--- config.mk ---
export PLATFORM = sky130hd
export DESIGN_NAME = prefetch_buffer_fifo
export DESIGN_NICKNAME = d
export VERILOG_FILES = /design/src/logic/cnn_quad_pkg.sv /design/src/logic/prefetch_buffer_fifo.sv
export SDC_FILE = /design/constraint.sdc
export NUM_CORES = 1
export LEC_CHECK = 0
export ABC_CLOCK_PERIOD_IN_PS = 4800
export BUFFER_PORTS_ARGS = -buffer_cell sky130_fd_sc_hd__clkbuf_2
export CAP_MARGIN = 20
export CORE_MARGIN = 10
export CORE_UTILIZATION = 62
export DETAILED_ROUTE_END_ITERATION = 10
export PLACE_DENSITY = 0.79
export SLEW_MARGIN = 20
export SYNTH_ARGS = -nofsm -noshare
export SYNTH_HDL_FRONTEND = slang
export SYNTH_SLANG_ARGS = --single-unit
--- constraint.sdc ---
create_clock -name clk_core -period 4.8 [get_ports clk_core]
set_input_delay 0.48 -clock clk_core [delete_from_list [all_inputs] [get_ports clk_core]]
set_output_delay 0.48 -clock clk_core [all_outputs]
set_load 0.1 [all_outputs]
--- src/logic/cnn_quad_pkg.sv ---
`default_nettype none

package cnn_quad_pkg;

    ////////////////////
    // Array and data widths
    ////////////////////
    localparam int NUM_CE           = 4;
    localparam int PIXEL_WIDTH      = 16;
    localparam int WEIGHT_WIDTH     = 16;
    localparam int ACC_WIDTH        = 32;
    localparam int MAX_KERNEL       = 8;
    localparam int PFB_DEPTH        = 16;
    localparam int PFB_ADDR_WIDTH   = $clog2(PFB_DEPTH);
    localparam int JOB_PARAMS_WIDTH = 16;

    // Job parameter word fields
    localparam int JOB_KLEN_LSB = 0;
    localparam int JOB_KLEN_MSB = 3;
    localparam int JOB_ROWS_LSB = 4;
    localparam int JOB_ROWS_MSB = 11;
    localparam int JOB_RELU_BIT = 12;

    ////////////////////
    // Data types
    ////////////////////
    typedef logic signed [PIXEL_WIDTH-1:0]  pixel_t;
    typedef logic signed [WEIGHT_WIDTH-1:0] weight_t;
    typedef logic signed [ACC_WIDTH-1:0]    acc_t;

    // Lane i sits at bits i*WIDTH and up
    typedef logic [NUM_CE*PIXEL_WIDTH-1:0]  pixel_word_t;
    typedef logic [NUM_CE*WEIGHT_WIDTH-1:0] weight_word_t;
    typedef logic [NUM_CE*ACC_WIDTH-1:0]    result_word_t;

    typedef logic [$clog2(MAX_KERNEL)-1:0]   tap_t;
    typedef logic [$clog2(MAX_KERNEL+1)-1:0] kernel_len_t;
    typedef logic [7:0]                      row_count_t;
    typedef logic [$clog2(PFB_DEPTH+1)-1:0]  pfb_count_t;
    typedef logic [JOB_PARAMS_WIDTH-1:0]     job_params_t;

    // Job state machine
    typedef enum logic [1:0] {
        ST_IDLE,
        ST_ACTIVE,
        ST_JOB_DONE
    } quad_state_t;

endpackage

`default_nettype wire

--- src/logic/prefetch_buffer_fifo.sv ---
`timescale 1ns/100ps
`default_nettype none

module prefetch_buffer_fifo (
    input  logic                      clk_core,
    input  logic                      rst,
    input  logic                      wr_en,
    input  cnn_quad_pkg::pixel_word_t din,
    input  logic                      rd_en,
    output cnn_quad_pkg::pixel_word_t dout,
    output cnn_quad_pkg::pfb_count_t  count
);

    cnn_quad_pkg::pixel_word_t               mem [cnn_quad_pkg::PFB_DEPTH];
    logic [cnn_quad_pkg::PFB_ADDR_WIDTH-1:0] wr_ptr;
    logic [cnn_quad_pkg::PFB_ADDR_WIDTH-1:0] rd_ptr;

    always_ff @(posedge clk_core) begin
        if (wr_en) begin
            mem[wr_ptr] <= din;
        end
    end

    // Zero between reads so the engine sums hold
    always_ff @(posedge clk_core) begin
        if (rd_en) begin
            dout <= mem[rd_ptr];
        end else begin
            dout <= '0;
        end
    end

    // Pointers wrap on their own since the depth is a power of two
    always_ff @(posedge clk_core) begin
        if (rst) begin
            wr_ptr <= '0;
            rd_ptr <= '0;
            count  <= '0;
        end else begin
            if (wr_en) begin
                wr_ptr <= wr_ptr + 1'b1;
            end
            if (rd_en) begin
                rd_ptr <= rd_ptr + 1'b1;
            end
            case ({wr_en, rd_en})
                2'b10:   count <= count + 1'b1;
                2'b01:   count <= count - 1'b1;
                default: count <= count;
            endcase
        end
    end

    a_no_overflow : assert property (@(posedge clk_core) disable iff (rst)
        wr_en |-> count != cnn_quad_pkg::pfb_count_t'(cnn_quad_pkg::PFB_DEPTH));

    a_no_underflow : assert property (@(posedge clk_core) disable iff (rst)
        rd_en |-> count != '0);

endmodule

`default_nettype wire

==> metrics.md <==
| Metric | Value |
|---|---|
| Status | `complete, no violations` |
| Power Density | `448 nW/µm²` |
| Setup tns final | `0 ns` |
| Hold path start | `din[60]` |
| Initial cell density of the core | `62.7%` |
| Maximum fanout along the worst path | `70` |
| Routed vias | `19300` |
| GRT overflow | `0` |
| Unique masters post-synth | `36` |
| Number of hold violations in the final report | `0` |
| Cell Int Power | `15.7 mW` |
| Fin crit share | `56.4%` |
| Crit start category | `flip-flop` |
| Initial DRC count | `2513` |
| FMAX | `369 MHz` |
| Post CTS Setup Buffer Count | `0` |
| IR drop worst, VDD | `0.339 mV` |
| Yosys warns | `0` |
| Sequential area share after synthesis | `79.9%` |
| Most common cell after layout, fill and taps aside | `edfxtp_1` |
| Worst EP required | `5.39 ns` |
| Crit. End Element | `flip-flop` |
| Clock Tree Root | `clkbuf_16` |
| DR pass1 iterations | `5` |
| CTS clk-pin slew, worst paths | `0.06 ns` |
| Logic pwr share | `7.6%` |
| Mapped cell area | `around 40000 µm²` |
| Worst slew pin tran | `1.14 ns` |
| Unrepaired setup endpoints after global routing | `no` |
| CTS tree | `yes` |
| Ys async rst share | `0%` |
| DR vias/cell | `around 6.7` |
| Gr usage total | `24.7%` |
| Leak Pwr | `14.5 nW` |
| Flop pwr share | `around 53%` |
| Post-synth top flop | `edfxtp_1` |
| Routed len/inst | `32.1 µm` |
| Crit-path cells | `buf_12 -> and3_1 -> a22oi_1 -> nand2_1` |
| CP max stage delay | `0.93 ns` |
| Placer Congestion | `0.734` |
| Worst clock skew | `0.0187 ns` |
| Clk_lat worst skew | `about 0.66 ns` |
| Share of cells above drive strength 1 | `29.9%` |
| First-pass GRT wire length | `between 100000 and 150000 µm` |
| DIE AREA | `75800 µm²` |
| CTS Buffer Depth | `3` |
| Min Tclk post-route | `~2.7 ns` |
| Largest net degree at the start of global routing | `105` |
| Row Count | `93` |
| Critical path's slowest cell | `and3_1` |
| Fin nets | `1994` |
| Die Y-Extent | `about 280 µm` |
| Syn_nets | `1816` |
| Final antenna-violating net count | `0` |
| P_sw | `4.66 mW` |
| Cells after synthesis | `1739` |
| Worst r2r src | `rd_ptr[1]` |
| Die Wd | `275 µm` |
| Crit path DAT | `3.30 ns` |
| Biggest area consumer among synthesized cells | `edfxtp_1` |
| Synth area leaders | `edfxtp_1, mux4_2, dfxtp_1` |
| Hold Crit Class | `input pin to flip-flop` |
| Antenna violations before repair | `7` |
| Clk pwr share | `39.4%` |
| Post-CTS Hold Fix Bufs | `0` |
| Syn_area_per_cell | `23.3 µm²` |
| Commonest non-fill, non-tap cells in the layout | `edfxtp_1, mux4_2, clkbuf_2` |
| Sw Ratio | `22.9%` |
| Core area | `64500 µm²` |
| WL final | `91700 µm` |
| CTS resizes | `0` |
| Vias in the first global route | `20600` |
| Num CTS Buffers | `101` |
| Number of H-tree levels | `3` |
| Port bufs | `136` |
| HPWL Detailed | `44200 µm` |
| Layout area overhead | `12.3%` |
| CP Class | `flip-flop to flip-flop` |
| Critical path origin | `rd_ptr[1]` |
| CTS Sinks | `around 1100` |
| Remaining DRCs | `0` |
| Number of synthesized flops with an enable pin | `~1000` |
| Slew Viols, Final | `0` |
| Maxcap violations | `0` |
| FF+latch count, synth | `around 1100` |
| Final-report setup violation count | `0` |
| I/O Pins | `137` |
| Post-synth top area share | `76.0%` |
| WHS | `0.222 ns` |
| Worst rel slew slack | `24.2%` |
[area by class of cell]
cell class,count,area [µm²]
timing repair buffer,165,1040
antenna,1,2.50
clock buffer,141,2830
fill,3612,19100
sequential,1101,32300
clock inverter,50,480
inverter,3,11.3
multi-input combinational,545,7670
tap,855,1070
[metal layers]
metal	routed length (µm)	track usage, %	part of all wire, %	up-vias
met5	72	0	0.079	-
met4	2680	9.26	2.9	12
met3	8330	4.64	9.1	185
met2	47000	40.6	51	1178
met1	33600	33.0	37	10200
li1	-	-	-	7727
[worst paths after layout]
kind,to,cells after the start,slack [ns]
hold reg to reg,count[4],2,0.57
hold / removal,mem[5][60],1,0.22
setup reg to reg,dout[6],4,2.09
setup / recovery,dout[6],4,2.09
[cells in the mapped netlist (3+ instances only)]
master       n
buf_4        4
nand2_1     71
mux2i_1      3
buf_1        4
nor2_1      20
xor2_1       8
buf_2       43
nand4_1      3
dfxtp_1     77
inv_1        3
ha_1         9
mux4_2     256
buf_6       16
edfxtp_1  1024
and2_1      19
a22oi_1    128
and3_1       4
clkbuf_1    23
[kinds of logic after synthesis]
group                    Yosys count  share of synthesized area [%]
AND/OR/NAND/NOR                  130                           1.46
buffers and inverters             93                           1.33
adder cells (fa/ha/maj)            9                          0.278
multiplexers                     260                           14.4
flip-flops                      1101                           79.9
AO/OA/AOI/OAI                    136                           2.50
XOR/XNOR                          10                          0.217
[metrics by stage]
step | worst slack (ns) | std cells | util (%) | total power, mW | instance area (µm²)
2_1_floorplan | 1.73 | 1739 | - | 12.1 | 40400
3_3_place_gp | 2.18 | 2665 | 65.1 | 12.5 | 42000
3_5_place_dp | 2.15 | 2667 | 65.2 | 12.5 | 42000
4_1_cts | 2.11 | 2858 | 70.3 | 20.4 | 45300
5_1_grt | 1.95 | 2861 | 70.4 | 20.8 | 45400
6_report | 2.09 | 2861 | 70.4 | 20.3 | 45400
[power groups by stage]
stage                     Clock, mW  Sequential [mW]  Combinational (mW)
after floorplan                   0             11.4               0.648
after global placement            0             11.0                1.49
after detailed placement          0             11.0                1.52
after CTS                      8.06             10.8                1.55
after global routing           8.42             10.8                1.63
final                          8.02             10.8                1.54
[registers in the layout (all words and copies together) (netlist names)]
signal / cells
mem: 1024
rd_ptr: 4
dout: 64
wr_ptr: 4
count: 5
[critical path, delay by kind of cell, from the launching register on]
kind	cells	cell delay, ns
AO/OA/AOI/OAI	1	0.25
buffers and inverters	1	0.54
flip-flops	1	0.74
AND/OR/NAND/NOR	2	1.08
Power figures use the tool's default switching activity.
