`config.mk`:
```
export PLATFORM = sky130hd
export DESIGN_NAME = quad_job_ctrl
export DESIGN_NICKNAME = d
export VERILOG_FILES = /design/src/logic/cnn_quad_pkg.sv /design/src/logic/quad_job_ctrl.sv
export SDC_FILE = /design/constraint.sdc
export NUM_CORES = 1
export LEC_CHECK = 0
export ABC_AREA = 1
export ABC_CLOCK_PERIOD_IN_PS = 1700
export BUFFER_PORTS_ARGS = -buffer_cell sky130_fd_sc_hd__buf_2
export CORE_MARGIN = 2
export CORE_UTILIZATION = 50
export DETAILED_ROUTE_END_ITERATION = 6
export GPL_ROUTABILITY_DRIVEN = 0
export PLACE_DENSITY = 0.75
export SLEW_MARGIN = 25
export SYNTH_ARGS = -nofsm -noshare
export SYNTH_HDL_FRONTEND = slang
export SYNTH_SLANG_ARGS = --single-unit
```
`constraint.sdc`:
```
create_clock -name clk_core -period 1.7 [get_ports clk_core]
set_input_delay 0.17 -clock clk_core [delete_from_list [all_inputs] [get_ports clk_core]]
set_output_delay 0.17 -clock clk_core [all_outputs]
set_load 0.01 [all_outputs]
```
`src/logic/cnn_quad_pkg.sv`:
```
`default_nettype none

package cnn_quad_pkg;

    ////////////////////
    // Array and data widths
    ////////////////////
    localparam int NUM_CE           = 4;
    localparam int PIXEL_WIDTH      = 16;
    localparam int WEIGHT_WIDTH     = 16;
    localparam int ACC_WIDTH        = 32;
    localparam int MAX_KERNEL       = 8;
    localparam int PFB_DEPTH        = 16;
    localparam int PFB_ADDR_WIDTH   = $clog2(PFB_DEPTH);
    localparam int JOB_PARAMS_WIDTH = 16;

    // Job parameter word fields
    localparam int JOB_KLEN_LSB = 0;
    localparam int JOB_KLEN_MSB = 3;
    localparam int JOB_ROWS_LSB = 4;
    localparam int JOB_ROWS_MSB = 11;
    localparam int JOB_RELU_BIT = 12;

    ////////////////////
    // Data types
    ////////////////////
    typedef logic signed [PIXEL_WIDTH-1:0]  pixel_t;
    typedef logic signed [WEIGHT_WIDTH-1:0] weight_t;
    typedef logic signed [ACC_WIDTH-1:0]    acc_t;

    // Lane i sits at bits i*WIDTH and up
    typedef logic [NUM_CE*PIXEL_WIDTH-1:0]  pixel_word_t;
    typedef logic [NUM_CE*WEIGHT_WIDTH-1:0] weight_word_t;
    typedef logic [NUM_CE*ACC_WIDTH-1:0]    result_word_t;

    typedef logic [$clog2(MAX_KERNEL)-1:0]   tap_t;
    typedef logic [$clog2(MAX_KERNEL+1)-1:0] kernel_len_t;
    typedef logic [7:0]                      row_count_t;
    typedef logic [$clog2(PFB_DEPTH+1)-1:0]  pfb_count_t;
    typedef logic [JOB_PARAMS_WIDTH-1:0]     job_params_t;

    // Job state machine
    typedef enum logic [1:0] {
        ST_IDLE,
        ST_ACTIVE,
        ST_JOB_DONE
    } quad_state_t;

endpackage

`default_nettype wire

```
`src/logic/quad_job_ctrl.sv`:
```
`timescale 1ns/100ps
`default_nettype none

module quad_job_ctrl (
    input  logic                      clk_core,
    input  logic                      rst,
    input  logic                      job_start,
    output logic                      job_accept,
    input  cnn_quad_pkg::job_params_t job_parameters,
    output logic                      job_fetch_request,
    input  logic                      job_fetch_ack,
    output logic                      job_complete,
    input  logic                      job_complete_ack,
    input  logic                      pixel_valid,
    output logic                      pixel_ready,
    input  cnn_quad_pkg::pfb_count_t  pfb_count,
    output logic                      pfb_rden,
    output logic                      load_enable,
    output cnn_quad_pkg::tap_t        tap,
    output logic                      first_tap,
    output logic                      last_tap,
    output logic                      relu_en,
    output logic                      result_valid,
    input  logic                      result_accept
);

    cnn_quad_pkg::quad_state_t state;
    cnn_quad_pkg::kernel_len_t klen_q;
    cnn_quad_pkg::row_count_t  num_rows_q;
    cnn_quad_pkg::row_count_t  rows_requested;
    cnn_quad_pkg::row_count_t  rows_done;
    cnn_quad_pkg::kernel_len_t beats_fetched;
    cnn_quad_pkg::pfb_count_t  klen_ext;
    logic                      fetch_busy;
    logic                      row_busy;
    logic                      last_tap_d;
    logic                      job_take;
    logic                      fetch_go;
    logic                      row_go;
    logic                      tap_final;
    logic                      result_taken;

    assign load_enable  = (state == cnn_quad_pkg::ST_IDLE);
    assign job_complete = (state == cnn_quad_pkg::ST_JOB_DONE);
    assign job_take     = load_enable && job_start;
    assign klen_ext     = cnn_quad_pkg::pfb_count_t'(klen_q);
    assign pixel_ready  = fetch_busy && pixel_valid;
    assign result_taken = result_valid && result_accept;
    assign tap_final    = pfb_rden && (cnn_quad_pkg::kernel_len_t'(tap) == klen_q - 1'b1);

    // Next row fetch only when a whole kernel still fits in the FIFO
    assign fetch_go = (state == cnn_quad_pkg::ST_ACTIVE) && !fetch_busy && !job_fetch_request
                   && (rows_requested < num_rows_q)
                   && (cnn_quad_pkg::pfb_count_t'(pfb_count + klen_ext)
                       <= cnn_quad_pkg::pfb_count_t'(cnn_quad_pkg::PFB_DEPTH));

    // Row compute waits for a full kernel and a drained result
    assign row_go = (state == cnn_quad_pkg::ST_ACTIVE) && !row_busy && !result_valid
                 && (pfb_count >= klen_ext);

    ////////////////////
    // Job state machine
    ////////////////////
    always_ff @(posedge clk_core) begin
        if (rst) begin
            state      <= cnn_quad_pkg::ST_IDLE;
            job_accept <= 1'b0;
        end else begin
            job_accept <= job_take;
            case (state)
                cnn_quad_pkg::ST_IDLE: begin
                    if (job_start) begin
                        state <= cnn_quad_pkg::ST_ACTIVE;
                    end
                end
                cnn_quad_pkg::ST_ACTIVE: begin
                    // Last row handed off
                    if (result_taken && (rows_done == num_rows_q - 1'b1)) begin
                        state <= cnn_quad_pkg::ST_JOB_DONE;
                    end
                end
                cnn_quad_pkg::ST_JOB_DONE: begin
                    if (job_complete_ack) begin
                        state <= cnn_quad_pkg::ST_IDLE;
                    end
                end
                default: begin
                    state <= cnn_quad_pkg::ST_IDLE;
                end
            endcase
        end
    end

    // Job parameters captured with the job
    always_ff @(posedge clk_core) begin
        if (job_take) begin
            klen_q     <= job_parameters[cnn_quad_pkg::JOB_KLEN_MSB:cnn_quad_pkg::JOB_KLEN_LSB];
            num_rows_q <= job_parameters[cnn_quad_pkg::JOB_ROWS_MSB:cnn_quad_pkg::JOB_ROWS_LSB];
            relu_en    <= job_parameters[cnn_quad_pkg::JOB_RELU_BIT];
        end
    end

    ////////////////////
    // Fetch handshake
    ////////////////////
    always_ff @(posedge clk_core) begin
        if (rst || job_take) begin
            job_fetch_request <= 1'b0;
            fetch_busy        <= 1'b0;
            rows_requested    <= '0;
            beats_fetched     <= '0;
        end else begin
            if (fetch_go) begin
                job_fetch_request <= 1'b1;
            end else if (job_fetch_request && job_fetch_ack) begin
                job_fetch_request <= 1'b0;
                fetch_busy        <= 1'b1;
                rows_requested    <= rows_requested + 1'b1;
            end
            // Fetch closes on its own beat count
            if (pixel_ready) begin
                if (beats_fetched == klen_q - 1'b1) begin
                    beats_fetched <= '0;
                    fetch_busy    <= 1'b0;
                end else begin
                    beats_fetched <= beats_fetched + 1'b1;
                end
            end
        end
    end

    ////////////////////
    // Tap sequencing and result
    ////////////////////
    always_ff @(posedge clk_core) begin
        if (rst || job_take) begin
            pfb_rden     <= 1'b0;
            tap          <= '0;
            row_busy     <= 1'b0;
            first_tap    <= 1'b0;
            last_tap     <= 1'b0;
            last_tap_d   <= 1'b0;
            result_valid <= 1'b0;
            rows_done    <= '0;
        end else begin
            if (row_go) begin
                row_busy <= 1'b1;
                pfb_rden <= 1'b1;
                tap      <= '0;
            end else if (pfb_rden) begin
                if (tap_final) begin
                    pfb_rden <= 1'b0;
                end else begin
                    tap <= tap + 1'b1;
                end
            end

            // Flags move with the data into the engines
            first_tap  <= pfb_rden && (tap == '0);
            last_tap   <= tap_final;
            last_tap_d <= last_tap;

            if (last_tap_d) begin
                result_valid <= 1'b1;
                row_busy     <= 1'b0;
            end else if (result_taken) begin
                result_valid <= 1'b0;
                rows_done    <= rows_done + 1'b1;
            end
        end
    end

    ////////////////////
    // Checks
    ////////////////////
    a_accept_from_idle : assert property (@(posedge clk_core) disable iff (rst)
        job_accept |-> (state == cnn_quad_pkg::ST_ACTIVE) && !$past(job_accept));

    a_job_params_legal : assert property (@(posedge clk_core) disable iff (rst)
        job_accept |-> (klen_q != '0)
                    && (klen_q <= cnn_quad_pkg::kernel_len_t'(cnn_quad_pkg::MAX_KERNEL))
                    && (num_rows_q != '0));

    a_tap_in_kernel : assert property (@(posedge clk_core) disable iff (rst)
        pfb_rden |-> cnn_quad_pkg::kernel_len_t'(tap) < klen_q);

endmodule

`default_nettype wire

```
==> flow_metrics.py <==
metrics = {
    "clock_tree": {
        "cts_tree": "done",
        "cts_num_sinks": 47,
        "clockBufferDepth": 2,
        "clock_latency_ps": 310,
        "cts_root_buffer": "clkbuf_8",
        "cts.clk_slew.worst_paths_ps": 100,
        "cts_setup_buffers": 0,
        "tritoncts.num_buffers": 5,
        "htreeDepth": 2,
    },
    "sta": {
        "layout_setup_ws_ps": -40.1,
        "final.setup_skew_ps": 13.0,
        "post-route-period-util_pct": 102,
        "relSlewSlack_pct": 80.6,
        "min_period_ps": 1740,
        "setup-violations-final": 1,
        "whs_ps": 28.9,
        "rsz0062_at_grt": "yes",
        "hold_viol": 0,
        "final_max_slew_viol_count": 0,
        "setup-tns-final_ps": -40.1,
        "tightest_slew_ps": 291,
        "max_freq_ghz": 0.575,
    },
    "yosys": {
        "synth-seq-area-share_pct": 39.7,
        "syn_area_um2": 2700,
        "synth.area.mux_share_pct": 0,
        "synthAdderAreaFrac_pct": 10.9,
        "yosysTopAreaCell": "dfxtp_1",
        "synth-compound-area-share_pct": 8.76,
        "synth_top_family_by_area": "simple AND/OR/NAND/NOR gates",
        "ys_types": 37,
        "synth_seq_cells": 47,
        "avgSynthCellArea_um2": 7.96,
        "synth_nets": 390,
        "synthArstFlopShare_pct": 0,
        "synth_edf_count": 13,
        "synth_xor_area_share_pct": 6.40,
        "syn_inst": 339,
        "yosysWarnings": 0,
        "netlist.area_leader.share_pct": 25.2,
        "synth-simple-area-share_pct": 25.9,
        "ys.flop_type": "dfxtp_1",
        "synth_top_cells_by_area": "dfxtp_1 (25%), edfxtp_1 (14%), ha_1 (10%)",
    },
    "status": {
        "violations": "negative setup slack",
        "status": "complete, but fails checks",
    },
    "cells_and_area": {
        "final_cell_mix": "nand2_1 (71), inv_1 (41), buf_2 (37)",
        "syn_to_final_growth_pct": 16.2,
        "fin_nets": 439,
        "drive_above_1_share_pct": 23.4,
        "fillerInstances": 458,
        "final_common_cell": "nand2_1",
        "antenna_cells": 0,
    },
    "critical_path": {
        "r2r_start": "klen_q[0]$_DFFE_PP_",
        "worstPathCellList": "ha_1, inv_1, fa_1, inv_1, nand3_1, nand2_1, xor2_1, o21ai_2, nand3_1, a21oi_1",
        "critical_path.top_delay_family": "adder cells",
        "slowest_delay_ps": 380,
        "regToRegSetupSlack_ps": -40,
        "critical_path_arrival_ps": 1920,
        "crit_type": "reg2reg",
        "timing.rr.end": "job_fetch_request$_SDFFE_PP0P_",
        "cp-start-kind": "flip-flop",
        "cp-end-kind": "flip-flop",
        "path_buf_inv": 2,
        "slowest_stage": "fa_1",
        "rr_worst_depth": 10,
        "critPathMaxFanout": 2,
        "cp.required_ps": 1880,
        "worst-path-stages": 10,
    },
    "floorplanning": {
        "io_pins": 41,
        "die_h_um": 77.5,
        "initial_core_util_pct": 52.2,
        "die_w_um": 77.5,
        "std_cell_rows": 26,
        "coreArea_um2": 5170,
        "die_area_um2": 6000,
    },
    "grt": {
        "antenna_found_initial": 0,
        "grt_remaining_overflow": 0,
        "grt_use_total_pct": 19.0,
        "grt_pass1_wl_um": 9260,
        "first_global_vias": 2120,
        "grt_start_max_net_pins": 17,
    },
    "run": {
        "cap_violations": 0,
    },
    "pwr": {
        "p_per_area_nw_per_um2": 729,
        "vdd_ir_drop_max_mv": 0.468,
        "power.static_leakage_nw": 1.48,
    },
    "detailed_routing": {
        "drtPass1Iterations": 4,
        "final_antenna_net_count": 0,
        "drc": 0,
        "wl_per_cell_um": 11.6,
        "routed_wl_um": 5340,
        "drtIter0Drc": 119,
        "num_vias": 2228,
        "vias_per_cell": 4.85,
    },
    "min_path": {
        "min_from": "job_parameters[3]",
        "hold_depth": 1,
        "hold_class": "in2reg",
        "worstHoldEndpoint": "klen_q[3]$_DFFE_PP_",
    },
    "place": {
        "portBuffers": 37,
        "hpwl_um": 4170,
    },
}
==> sequential cells by signal (all words and copies together) (netlist names), 2 cells and up <==
name            cells
beats_fetched       4
state               2
tap                 3
rows_requested      8
klen_q              4
rows_done           8
num_rows_q          8
==> synth_stat cells (2+ instances only) <==
cell type,count
a21oi_1,28
buf_2,2
dfxtp_1,34
edfxtp_1,13
ha_1,22
inv_1,44
inv_2,10
nand2_1,72
nand3_1,18
nand3_2,2
nand4_1,5
nor2_1,31
nor2_2,3
nor2_4,2
nor3_1,4
nor3_2,3
o21ai_0,10
o21ai_1,3
xnor2_1,2
xor2_1,14
==> worst reg2reg max path: cells and delay by family, from the launching register on <==
family	cells	cell delay (ps)
adders and majority gates	2	560
DFF	1	370
xor gates and xnor gates	1	180
and+or+nand+nor	3	230
buffers and inverters	2	140
AOI/OAI and AO/OA	2	140
==> power breakdown <==
group	switching [mW]	internal [mW]	leakage [nW]
Clock	0.410	0.298	0.0489
Combinational	0.217	0.143	1.03
Sequential	0.0287	1.19	0.399
Total	0.656	1.63	1.48
==> per-layer routing <==
layer  wire [um]  global-route usage (%)  vias to the layer above
li1            -                       -                     1186
met1        2610                    26.6                     1001
met2        2470                    30.6                       37
met3         220                    3.14                        4
met4          42                    4.82                        0
met5           0                       0                        -
==> worst max path at each step <==
stage	end	from	slack, ps
after floorplan	job_fetch_request$_SDFFE_PP0P_	klen_q[0]$_DFFE_PP_	20
after global placement	job_fetch_request$_SDFFE_PP0P_	klen_q[0]$_DFFE_PP_	-20
after detailed placement	job_fetch_request$_SDFFE_PP0P_	klen_q[0]$_DFFE_PP_	-90
after CTS	job_fetch_request$_SDFFE_PP0P_	klen_q[0]$_DFFE_PP_	-40
after global routing	job_fetch_request$_SDFFE_PP0P_	klen_q[0]$_DFFE_PP_	-120
final	job_fetch_request$_SDFFE_PP0P_	klen_q[0]$_DFFE_PP_	-40
==> metrics by stage <==
| stage | area (um2) | worst slack [ps] | utilization (%) | total power, mW | cells |
|---|---|---|---|---|---|
| after detailed placement | 3010 | -88.4 | 58.3 | 1.59 | 451 |
| after CTS | 3110 | -40.8 | 60.0 | 2.29 | 459 |
| after floorplan | 2700 | 18.3 | - | 1.47 | 339 |
| after global placement | 3010 | -24.2 | 58.3 | 1.58 | 451 |
| final | 3140 | -40.1 | 60.6 | 2.29 | 459 |
| after global routing | 3140 | -116 | 60.6 | 2.41 | 459 |
==> kinds of logic (layout without fill, tap and decap cells) <==
group,after synthesis,count (layout)
compound gates,45,45
buf+inv,58,108
xor+xnor,18,18
fa+ha+maj,23,23
flops,47,47
simple gates,148,148
==> cell type report <==
class	count	area (um2)	area share (%)
Tap cell	70	87.6	2.79
Multi-Input combinational cell	234	1440	45.8
Clock inverter	3	22.5	0.718
Sequential cell	47	1070	34.1
Timing Repair Buffer	45	245	7.82
Clock buffer	5	68.8	2.19
Inverter	55	206	6.58
==> timing repair <==
action,in CTS,in global routing
hold buffers,0,0
gates resized for setup,1,9
pin swaps,1,3
endpoints found under the setup margin,4,13
No activity file was read; power rests on OpenSTA's default activity.
