<file path="config.mk">
export PLATFORM = sky130hd
export DESIGN_NAME = weight_table
export DESIGN_NICKNAME = d
export VERILOG_FILES = /design/src/logic/cnn_quad_pkg.sv /design/src/logic/weight_table.sv
export SDC_FILE = /design/constraint.sdc
export NUM_CORES = 1
export LEC_CHECK = 0
export BUFFER_PORTS_ARGS = -buffer_cell sky130_fd_sc_hd__buf_2
export CORE_MARGIN = 1
export CORE_UTILIZATION = 50
export CTS_CLUSTER_SIZE = 14
export DETAILED_ROUTE_END_ITERATION = 12
export PLACE_DENSITY = 0.74
export SLEW_MARGIN = 20
export SYNTH_ARGS = -nofsm -noshare
export SYNTH_HDL_FRONTEND = slang
export SYNTH_SLANG_ARGS = --single-unit
export TNS_END_PERCENT = 10
</file>
<file path="constraint.sdc">
create_clock -name clk_core -period 7.8 [get_ports clk_core]
set_clock_uncertainty 0.15 [all_clocks]
set_input_delay 0.39 -clock clk_core [delete_from_list [all_inputs] [get_ports clk_core]]
set_output_delay 0.39 -clock clk_core [all_outputs]
set_load 0.005 [all_outputs]
</file>
<file path="src/logic/cnn_quad_pkg.sv">
`default_nettype none

package cnn_quad_pkg;

    ////////////////////
    // Array and data widths
    ////////////////////
    localparam int NUM_CE           = 4;
    localparam int PIXEL_WIDTH      = 16;
    localparam int WEIGHT_WIDTH     = 16;
    localparam int ACC_WIDTH        = 32;
    localparam int MAX_KERNEL       = 8;
    localparam int PFB_DEPTH        = 16;
    localparam int PFB_ADDR_WIDTH   = $clog2(PFB_DEPTH);
    localparam int JOB_PARAMS_WIDTH = 16;

    // Job parameter word fields
    localparam int JOB_KLEN_LSB = 0;
    localparam int JOB_KLEN_MSB = 3;
    localparam int JOB_ROWS_LSB = 4;
    localparam int JOB_ROWS_MSB = 11;
    localparam int JOB_RELU_BIT = 12;

    ////////////////////
    // Data types
    ////////////////////
    typedef logic signed [PIXEL_WIDTH-1:0]  pixel_t;
    typedef logic signed [WEIGHT_WIDTH-1:0] weight_t;
    typedef logic signed [ACC_WIDTH-1:0]    acc_t;

    // Lane i sits at bits i*WIDTH and up
    typedef logic [NUM_CE*PIXEL_WIDTH-1:0]  pixel_word_t;
    typedef logic [NUM_CE*WEIGHT_WIDTH-1:0] weight_word_t;
    typedef logic [NUM_CE*ACC_WIDTH-1:0]    result_word_t;

    typedef logic [$clog2(MAX_KERNEL)-1:0]   tap_t;
    typedef logic [$clog2(MAX_KERNEL+1)-1:0] kernel_len_t;
    typedef logic [7:0]                      row_count_t;
    typedef logic [$clog2(PFB_DEPTH+1)-1:0]  pfb_count_t;
    typedef logic [JOB_PARAMS_WIDTH-1:0]     job_params_t;

    // Job state machine
    typedef enum logic [1:0] {
        ST_IDLE,
        ST_ACTIVE,
        ST_JOB_DONE
    } quad_state_t;

endpackage

`default_nettype wire

</file>
<file path="src/logic/weight_table.sv">
`timescale 1ns/100ps
`default_nettype none

module weight_table (
    input  logic                       clk_core,
    input  logic                       rst,
    input  logic                       load_enable,
    input  logic                       job_accept,
    input  logic                       weight_valid,
    output logic                       weight_ready,
    input  cnn_quad_pkg::weight_word_t weight_data,
    input  cnn_quad_pkg::tap_t         tap,
    output cnn_quad_pkg::weight_word_t weights
);

    cnn_quad_pkg::tap_t load_addr;
    logic               load_beat;

    // Weights are only taken while idle
    assign weight_ready = load_enable && weight_valid;
    assign load_beat    = weight_ready && weight_valid;

    always_ff @(posedge clk_core) begin
        if (rst || job_accept) begin
            load_addr <= '0;
        end else if (load_beat) begin
            if (load_addr == cnn_quad_pkg::tap_t'(cnn_quad_pkg::MAX_KERNEL - 1)) begin
                load_addr <= '0;
            end else begin
                load_addr <= load_addr + 1'b1;
            end
        end
    end

    ////////////////////
    // One kernel memory per engine
    ////////////////////
    for (genvar i = 0; i < cnn_quad_pkg::NUM_CE; i++) begin : g_lane
        cnn_quad_pkg::weight_t mem [cnn_quad_pkg::MAX_KERNEL];

        always_ff @(posedge clk_core) begin
            if (load_beat) begin
                mem[load_addr] <= weight_data[i*cnn_quad_pkg::WEIGHT_WIDTH +:
                                              cnn_quad_pkg::WEIGHT_WIDTH];
            end
            // Registered read lines up with FIFO data
            weights[i*cnn_quad_pkg::WEIGHT_WIDTH +: cnn_quad_pkg::WEIGHT_WIDTH] <= mem[tap];
        end
    end

endmodule

`default_nettype wire

</file>
==> results of run 1 <==
==> sequential cells by signal, summed over array words and instances, names as in the netlist <==
signal / count
weights: 64
g_lane.mem: 512
load_addr: 3
==> cells in the mapped netlist <==
cell / instances / share of area (%)
clkbuf_1: 11 / 0.20
or2_2: 1 / 0.030
edfxtp_1: 512 / 74
nand4bb_1: 1 / 0.054
nor3_1: 4 / 0.097
mux2_2: 64 / 3.5
nand2_1: 2 / 0.036
nand3_1: 3 / 0.072
dfxtp_1: 67 / 6.5
buf_4: 2 / 0.072
nand2b_1: 2 / 0.060
a21bo_2: 3 / 0.14
buf_6: 12 / 0.65
buf_1: 9 / 0.16
ha_1: 2 / 0.12
nor4_1: 1 / 0.030
nor2_1: 3 / 0.054
a21oi_1: 3 / 0.072
buf_2: 3 / 0.072
mux4_2: 128 / 14
inv_1: 1 / 0.018
==> what timing repair did <==
item / CTS / global route
gates resized for setup: 0 / 0
hold endpoints to repair: 515 / 0
hold buffers: 70 / 0
==> final cells by class <==
type                       count  area share (%)
clock buffer                  76            6.44
inverter                       1          0.0152
timing repair buffer         223            6.36
tap                          532            2.70
clock inverter                27            1.20
sequential                   579            67.8
multi-input combinational    217            15.5
antenna                        1          0.0102
==> worst paths after layout <==
check / from / to / slack, ps / cells after the start
worst max register to register: load_addr[0] / g_lane[3].mem[5][13] / 5010 / 3
worst min register to register: g_lane[0].mem[7][13] / weights[13] / 520 / 2
worst min-delay path: tap[1] / weights[10] / 90 / 2
worst max-delay path: load_addr[0] / g_lane[3].mem[5][13] / 5010 / 3
==> cells by family after synthesis <==
group / count (synthesis)
flip-flops: 579
multiplexers: 192
buffers and inverters: 38
AND/OR/NAND/NOR: 17
AO/OA/AOI/OAI: 6
adder cells (fa/ha/maj): 2
==> critical path, stage by stage (launching register included) <==
cell     delay [ps]
dfxtp_1         510
nand3_1         360
nor2_4          520
buf_4           830
==> layer usage <==
layer  track usage (%)  up-vias  wire [um]
met2              29.9      246      19000
li1                  -     4001          -
met5                 0        -         13
met1              27.1     4818      17100
met4              4.81        2        647
met3              4.17       57       2200
==> power groups by stage <==
stage | clock network [uW] | logic, uW | registers, uW
finish | 2730 | 278 | 3440
global route | 2900 | 301 | 3440
CTS | 2780 | 282 | 3440
detailed placement | 0 | 251 | 3500
global placement | 0 | 244 | 3500
floorplan | 0 | 143 | 3500
==> per-stage QoR <==
stage / instances / hold WS, ps / total power [uW] / setup WS, ps
6_report: 1656 / 88.5 / 6440 / 5010
5_1_grt: 1655 / 69.6 / 6640 / 4840
4_1_cts: 1653 / 63.9 / 6500 / 4920
3_5_place_dp: 1480 / 505 / 3750 / 4540
3_3_place_gp: 1480 / 503 / 3750 / 4600
2_1_floorplan: 834 / 339 / 3650 / 176
==> metrics.csv, run 1 <==
stage,metric,value,unit
status,status,"finished, final reports clean",
place,GPL Wtd Cong,0.682,
sta,fmax,359,MHz
pwr,sw frac,19.5,%
sta,Final Setup Violations,0,
floorplanning,Starting Density,50.8,%
logic_synthesis,Netlist cell types,21,
cts,clk_lat worst skew,600,ps
logic_synthesis,"Net Count, Synth",908,
finish,Layout area overhead,19.0,%
min_path,min-delay worst type,primary input to flip-flop,
routing,DR WL/cell,23.5,um
place,hpwl dp,19300,um
pwr,Clock power frac,42.4,%
pwr,Int Pwr,5180,uW
sta,Final TNS setup,0,ps
finish,Final #Nets,1152,
finish,Reg area,16700,um^2
logic_synthesis,XOR/XNOR Fraction of Synth Area,0,%
cts,# H-tree levels,2,
sta,fin crit share,35.7,%
setup_path,type of the worst setup path,flip-flop to flip-flop,
global_routing,Total Routing Usage GR,19.0,%
cts,Clock Sinks,579,
finish,design area,24700,um^2
flow_run,Max-Cap Viols,0,
global_routing,gr ovfl total,0,
sta,count of final hold-check violations,0,
finish,layout cells sized above 1,39.4,%
cts,Clock transition at path regs,60,ps
finish,multi-input logic area,3810,um^2
place,I/O Buffers,136,
cts,CTS tree,built,
routing,post-route ant nets,0,
finish,fillers,2785,
pwr,sw power,1260,uW
logic_synthesis,Synth Area in Compound Gates,0.217,%
cts,CTS root buf,clkbuf_16,
logic_synthesis,Cells after Synth,834,
cts,Post-CTS Setup Bufs,0,
setup_path,Setup crit end kind,flip-flop,
floorplanning,Site Rows,74,
pwr,Comb power frac,4.3,%
logic_synthesis,Synth Cell Area,20700,um^2
routing,drt via density,5.51,
global_routing,vias in the first global route,9664,
routing,DRC,0,
setup_path,CP startpoint kind,flip-flop,
routing,Pre-Repair DR Iteration Count,4,
floorplanning,io pins,137,
logic_synthesis,"Seq/Total Area, Yosys",80.7,%
cts,TritonCTS buffer count,56,
logic_synthesis,Post-Synth Simple-Gate Area,0.435,%
setup_path,CP Max Fanout,53,
pwr,Peak VDD IR,0.000164,V
floorplanning,Core Area,40800,um^2
logic_synthesis,#FFs+latches synth,579,
logic_synthesis,main combinational cell family by area after synthesis,multiplexers,
setup_path,CP required,7860,ps
finish,"most common cell after layout, fill and taps aside",edfxtp_1,
routing,vias after detailed routing,9124,
logic_synthesis,syn avg cell area,24.8,um^2
logic_synthesis,Synth Area in Adders,0.121,%
global_routing,first-pass GRT wire length,58500,um
sta,worst-margin pin slew,1100,ps
sta,slew margin rel.,26.5,%
floorplanning,Die Ht,206,um
finish,final core utilization,60.4,%
pwr,sequential share of power,53.3,%
finish,most frequent cells in the layout,"edfxtp_1, buf_2, mux4_2",
cts,Max Root-Sink Buffers,3,
routing,initial detailed-routing violation count,773,
logic_synthesis,Yosys warnings,0,
floorplanning,die footprint,42300,um^2
place,placed inst area,22000,um^2
sta,RSZ-0062 raised after global routing,false,
global_routing,antenna violations before repair,3,
setup_path,CP arrival,2840,ps
routing,final WL,38900,um
sta,Final min period,2790,ps
pwr,total power per unit cell area,261,nW/um^2
pwr,P_leak,0.00818,uW
sta,count of pins over their slew limit,0,
logic_synthesis,mux cell area share after synthesis,17.4,%
global_routing,largest net degree at the start of global routing,93,
floorplanning,Die Wd,206,um
No activity file was read; power rests on OpenSTA's default activity.
==> inputs of run 2 (changes only) <==
--- a/config.mk
+++ b/config.mk
@@ -10,7 +10,7 @@
 export CORE_UTILIZATION = 50
 export CTS_CLUSTER_SIZE = 14
 export DETAILED_ROUTE_END_ITERATION = 12
-export PLACE_DENSITY = 0.74
+export PLACE_DENSITY = 0.72
 export SLEW_MARGIN = 20
 export SYNTH_ARGS = -nofsm -noshare
 export SYNTH_HDL_FRONTEND = slang
==> constraint.sdc (replaced) <==
create_clock -name clk_core -period 2.9 [get_ports clk_core]
set_clock_uncertainty 0.15 [all_clocks]
set_input_delay 0.145 -clock clk_core [delete_from_list [all_inputs] [get_ports clk_core]]
set_output_delay 0.145 -clock clk_core [all_outputs]
set_load 0.005 [all_outputs]
==> run 2 against run 1 <==
Against the previous run: design area rose by 0.59%; largest cell class unchanged; critical endpoint is now load_addr[2]; non-clock buffer count rose by 9; die area did not move; via count rose by 0.53%; register-to-register slack got worse by 4500 ps; sequential power rose to 2.7 times the previous value; largest power group unchanged; routed wire length fell by 0.83%; clock power rose to 2.5 times the previous value; count of clock-buffer cells in the layout fell by 5; total power rose to 2.6 times the previous value; global-route usage barely moved.
==> metrics.csv, run 2 (synthesis gave the netlist of run 1 again) <==
stage,metric,value,unit,change
setup_path,Reg2Reg Depth,6,,+3
sta,Final Setup Violations,0,,unchanged
cts,CTS root buf,clkbuf_16,,
setup_path,CP startpoint kind,flip-flop,,
global_routing,Total Routing Usage GR,18.9,%,-0.046 points
finish,most frequent cells in the layout,"edfxtp_1, buf_2, mux4_2",,
setup_path,CP Cell Sequence,ha_1 > ha_1 > nand3_1 > dlygate4sd3_1 > a21oi_1 > dlygate4sd3_1,,
routing,DR WL/cell,23.2,um,-1.3%
finish,layout cells sized above 1,39.7,%,+0.23 points
min_path,min-delay worst type,primary input to flip-flop,,
finish,fillers,2800,,+0.54%
routing,Pre-Repair DR Iteration Count,5,,+1
pwr,P_leak,0.00822,uW,+0.41%
finish,top flop regs,"g_lane.mem (512), weights (64), load_addr (3)",,
min_path,WHS Endpoint,weights[19],,
setup_path,CP arrival,2700,ps,-140 ps
cts,CTS tree,built,,
sta,count of pins over their slew limit,0,,unchanged
sta,worst-margin pin slew,683,ps,-420 ps
pwr,Peak VDD IR,0.000445,V,+170%
cts,Clock Sinks,579,,unchanged
place,placed inst area,22300,um^2,+1.5%
min_path,Worst Hold Depth,2,,unchanged
routing,final WL,38600,um,-0.83%
cts,TritonCTS buffer count,55,,-1.8%
min_path,Hold Crit Start,tap[1],,
place,GPL Wtd Cong,0.700,,+2.7%
finish,Layout area overhead,19.7,%,
flow_run,Max-Cap Viols,0,,unchanged
sta,fmax,418,MHz,+16%
cts,PostCTS Resize Cnt,0,,unchanged
finish,max FFs per register,512,,unchanged
cts,Post-CTS Setup Bufs,0,,unchanged
pwr,total power per unit cell area,679,nW/um^2,+160%
pwr,sw frac,19.6,%,+0.062 points
pwr,Clock power frac,40.6,%,-1.8 points
floorplanning,die footprint,42300,um^2,unchanged
place,hpwl dp,19900,um,+3.6%
cts,Max Root-Sink Buffers,3,,unchanged
global_routing,antenna violations before repair,4,,+1
sta,Final min period,2390,ps,-393 ps
sta,slew margin rel.,54.3,%,+28 points
cts,Clock transition at path regs,60,ps,about the same
routing,DRC,0,,unchanged
setup_path,type of the worst setup path,flip-flop to flip-flop,,
setup_path,CP Max Fanout,8,,-85%
floorplanning,Site Rows,74,,unchanged
routing,vias after detailed routing,9172,,+0.53%
floorplanning,Die Wd,206,um,unchanged
global_routing,first-pass GRT wire length,58800,um,+0.64%
sta,count of final hold-check violations,0,,unchanged
floorplanning,Starting Density,50.8,%,unchanged
finish,design area,24800,um^2,+0.59%
setup_path,"delay-heaviest family, CP",buffers and inverters,,
finish,Final #Nets,1160,,+0.69%
finish,"most common cell after layout, fill and taps aside",edfxtp_1,,
setup_path,slowest cell on the critical path,dlygate4sd3_1,,
setup_path,Worst Path Buf+Inv,2,,+1
sta,WHS,22.6,ps,-65.8 ps
routing,initial detailed-routing violation count,665,,-14%
setup_path,R2R Path Start,load_addr[0],,
floorplanning,Die Ht,206,um,unchanged
global_routing,largest net degree at the start of global routing,65,,-30%
global_routing,gr ovfl total,0,,unchanged
sta,RSZ-0062 raised after global routing,false,,
cts,CTS Hold Bufs,71,,+1.4%
setup_path,CP required,3200,ps,-4660 ps
routing,post-route ant nets,0,,unchanged
status,status,"finished, final reports clean",,
place,I/O Buffers,136,,unchanged
floorplanning,Core Area,40800,um^2,unchanged
setup_path,Setup crit end kind,flip-flop,,
floorplanning,io pins,137,,unchanged
cts,clk_lat worst skew,570,ps,-30 ps
setup_path,Crit path largest cell delay,550,ps,-280 ps
routing,drt via density,5.52,,+0.10%
setup_path,R2R Setup Slk,510,ps,-4510 ps
pwr,sequential share of power,54.9,%,+1.6 points
pwr,Int Pwr,13500,uW,+160%
setup_path,Critical R2R Capture,load_addr[2],,
global_routing,vias in the first global route,9864,,+2.1%
finish,Top reg by flops,g_lane.mem,,
cts,# H-tree levels,2,,unchanged
pwr,Comb power frac,4.6,%,+0.3 points
sta,fin crit share,82.5,%,+47 points
pwr,sw power,3300,uW,+160%
## run 2: worst max path at each step
| stage | start | endpoint | slack, ps | cells past startpoint |
|---|---|---|---|---|
| floorplan | load_addr[2] | g_lane[0].mem[4][0] | -820 | 2 |
| finish | load_addr[0] | load_addr[2] | 510 | 6 |
| detailed placement | load_addr[0] | g_lane[2].mem[1][8] | 860 | 3 |
| CTS | load_addr[0] | load_addr[2] | 520 | 6 |
| global route | load_addr[0] | load_addr[2] | 390 | 6 |
| global placement | load_addr[0] | g_lane[2].mem[1][8] | 870 | 3 |
## run 2: final cells by class
cell class / instances / area [um^2] / share of cell area, %
sequential: 579 / 16700 / 67.4
clock inverter: 29 / 221 / 0.893
multi-input combinational: 217 / 3850 / 15.5
inverter: 1 / 3.75 / 0.0151
timing repair buffer: 232 / 1810 / 7.30
antenna: 2 / 5.00 / 0.0202
tap: 532 / 666 / 2.68
clock buffer: 71 / 1520 / 6.13
## run 2: per-stage QoR
stage / worst slack, ps / power, uW / util, % / TNS, ps / std cells
global route: 394 / 17400 / 60.7 / 0 / 1661
global placement: 874 / 10100 / 54.7 / 0 / 1490
floorplan: -818 / 9800 / - / -171820 / 834
finish: 507 / 16800 / 60.7 / 0 / 1663
CTS: 524 / 17000 / 60.7 / 0 / 1661
detailed placement: 855 / 10100 / 54.7 / 0 / 1490
## run 2: power groups by stage
stage | sequential (uW) | combinational [uW] | clock, uW
floorplan | 9420 | 389 | 0
global placement | 9420 | 684 | 0
detailed placement | 9420 | 699 | 0
CTS | 9240 | 784 | 6960
global route | 9250 | 836 | 7310
finish | 9240 | 770 | 6840
## run 2: worst register-to-register path, stage by stage, from the launching register on
cell,delay [ps]
dfxtp_2,480
ha_1,210
ha_1,220
nand3_1,70
dlygate4sd3_1,550
a21oi_1,50
dlygate4sd3_1,550
## run 2: per-layer routing
metal	share of wire [%]	routed length [um]	up-vias	GRT usage, %
met5	0.047	18	-	0
met4	1.6	637	4	4.55
met3	5.4	2080	54	3.55
met2	49	19100	255	30.8
met1	44	16800	4836	26.6
li1	-	-	4023	-
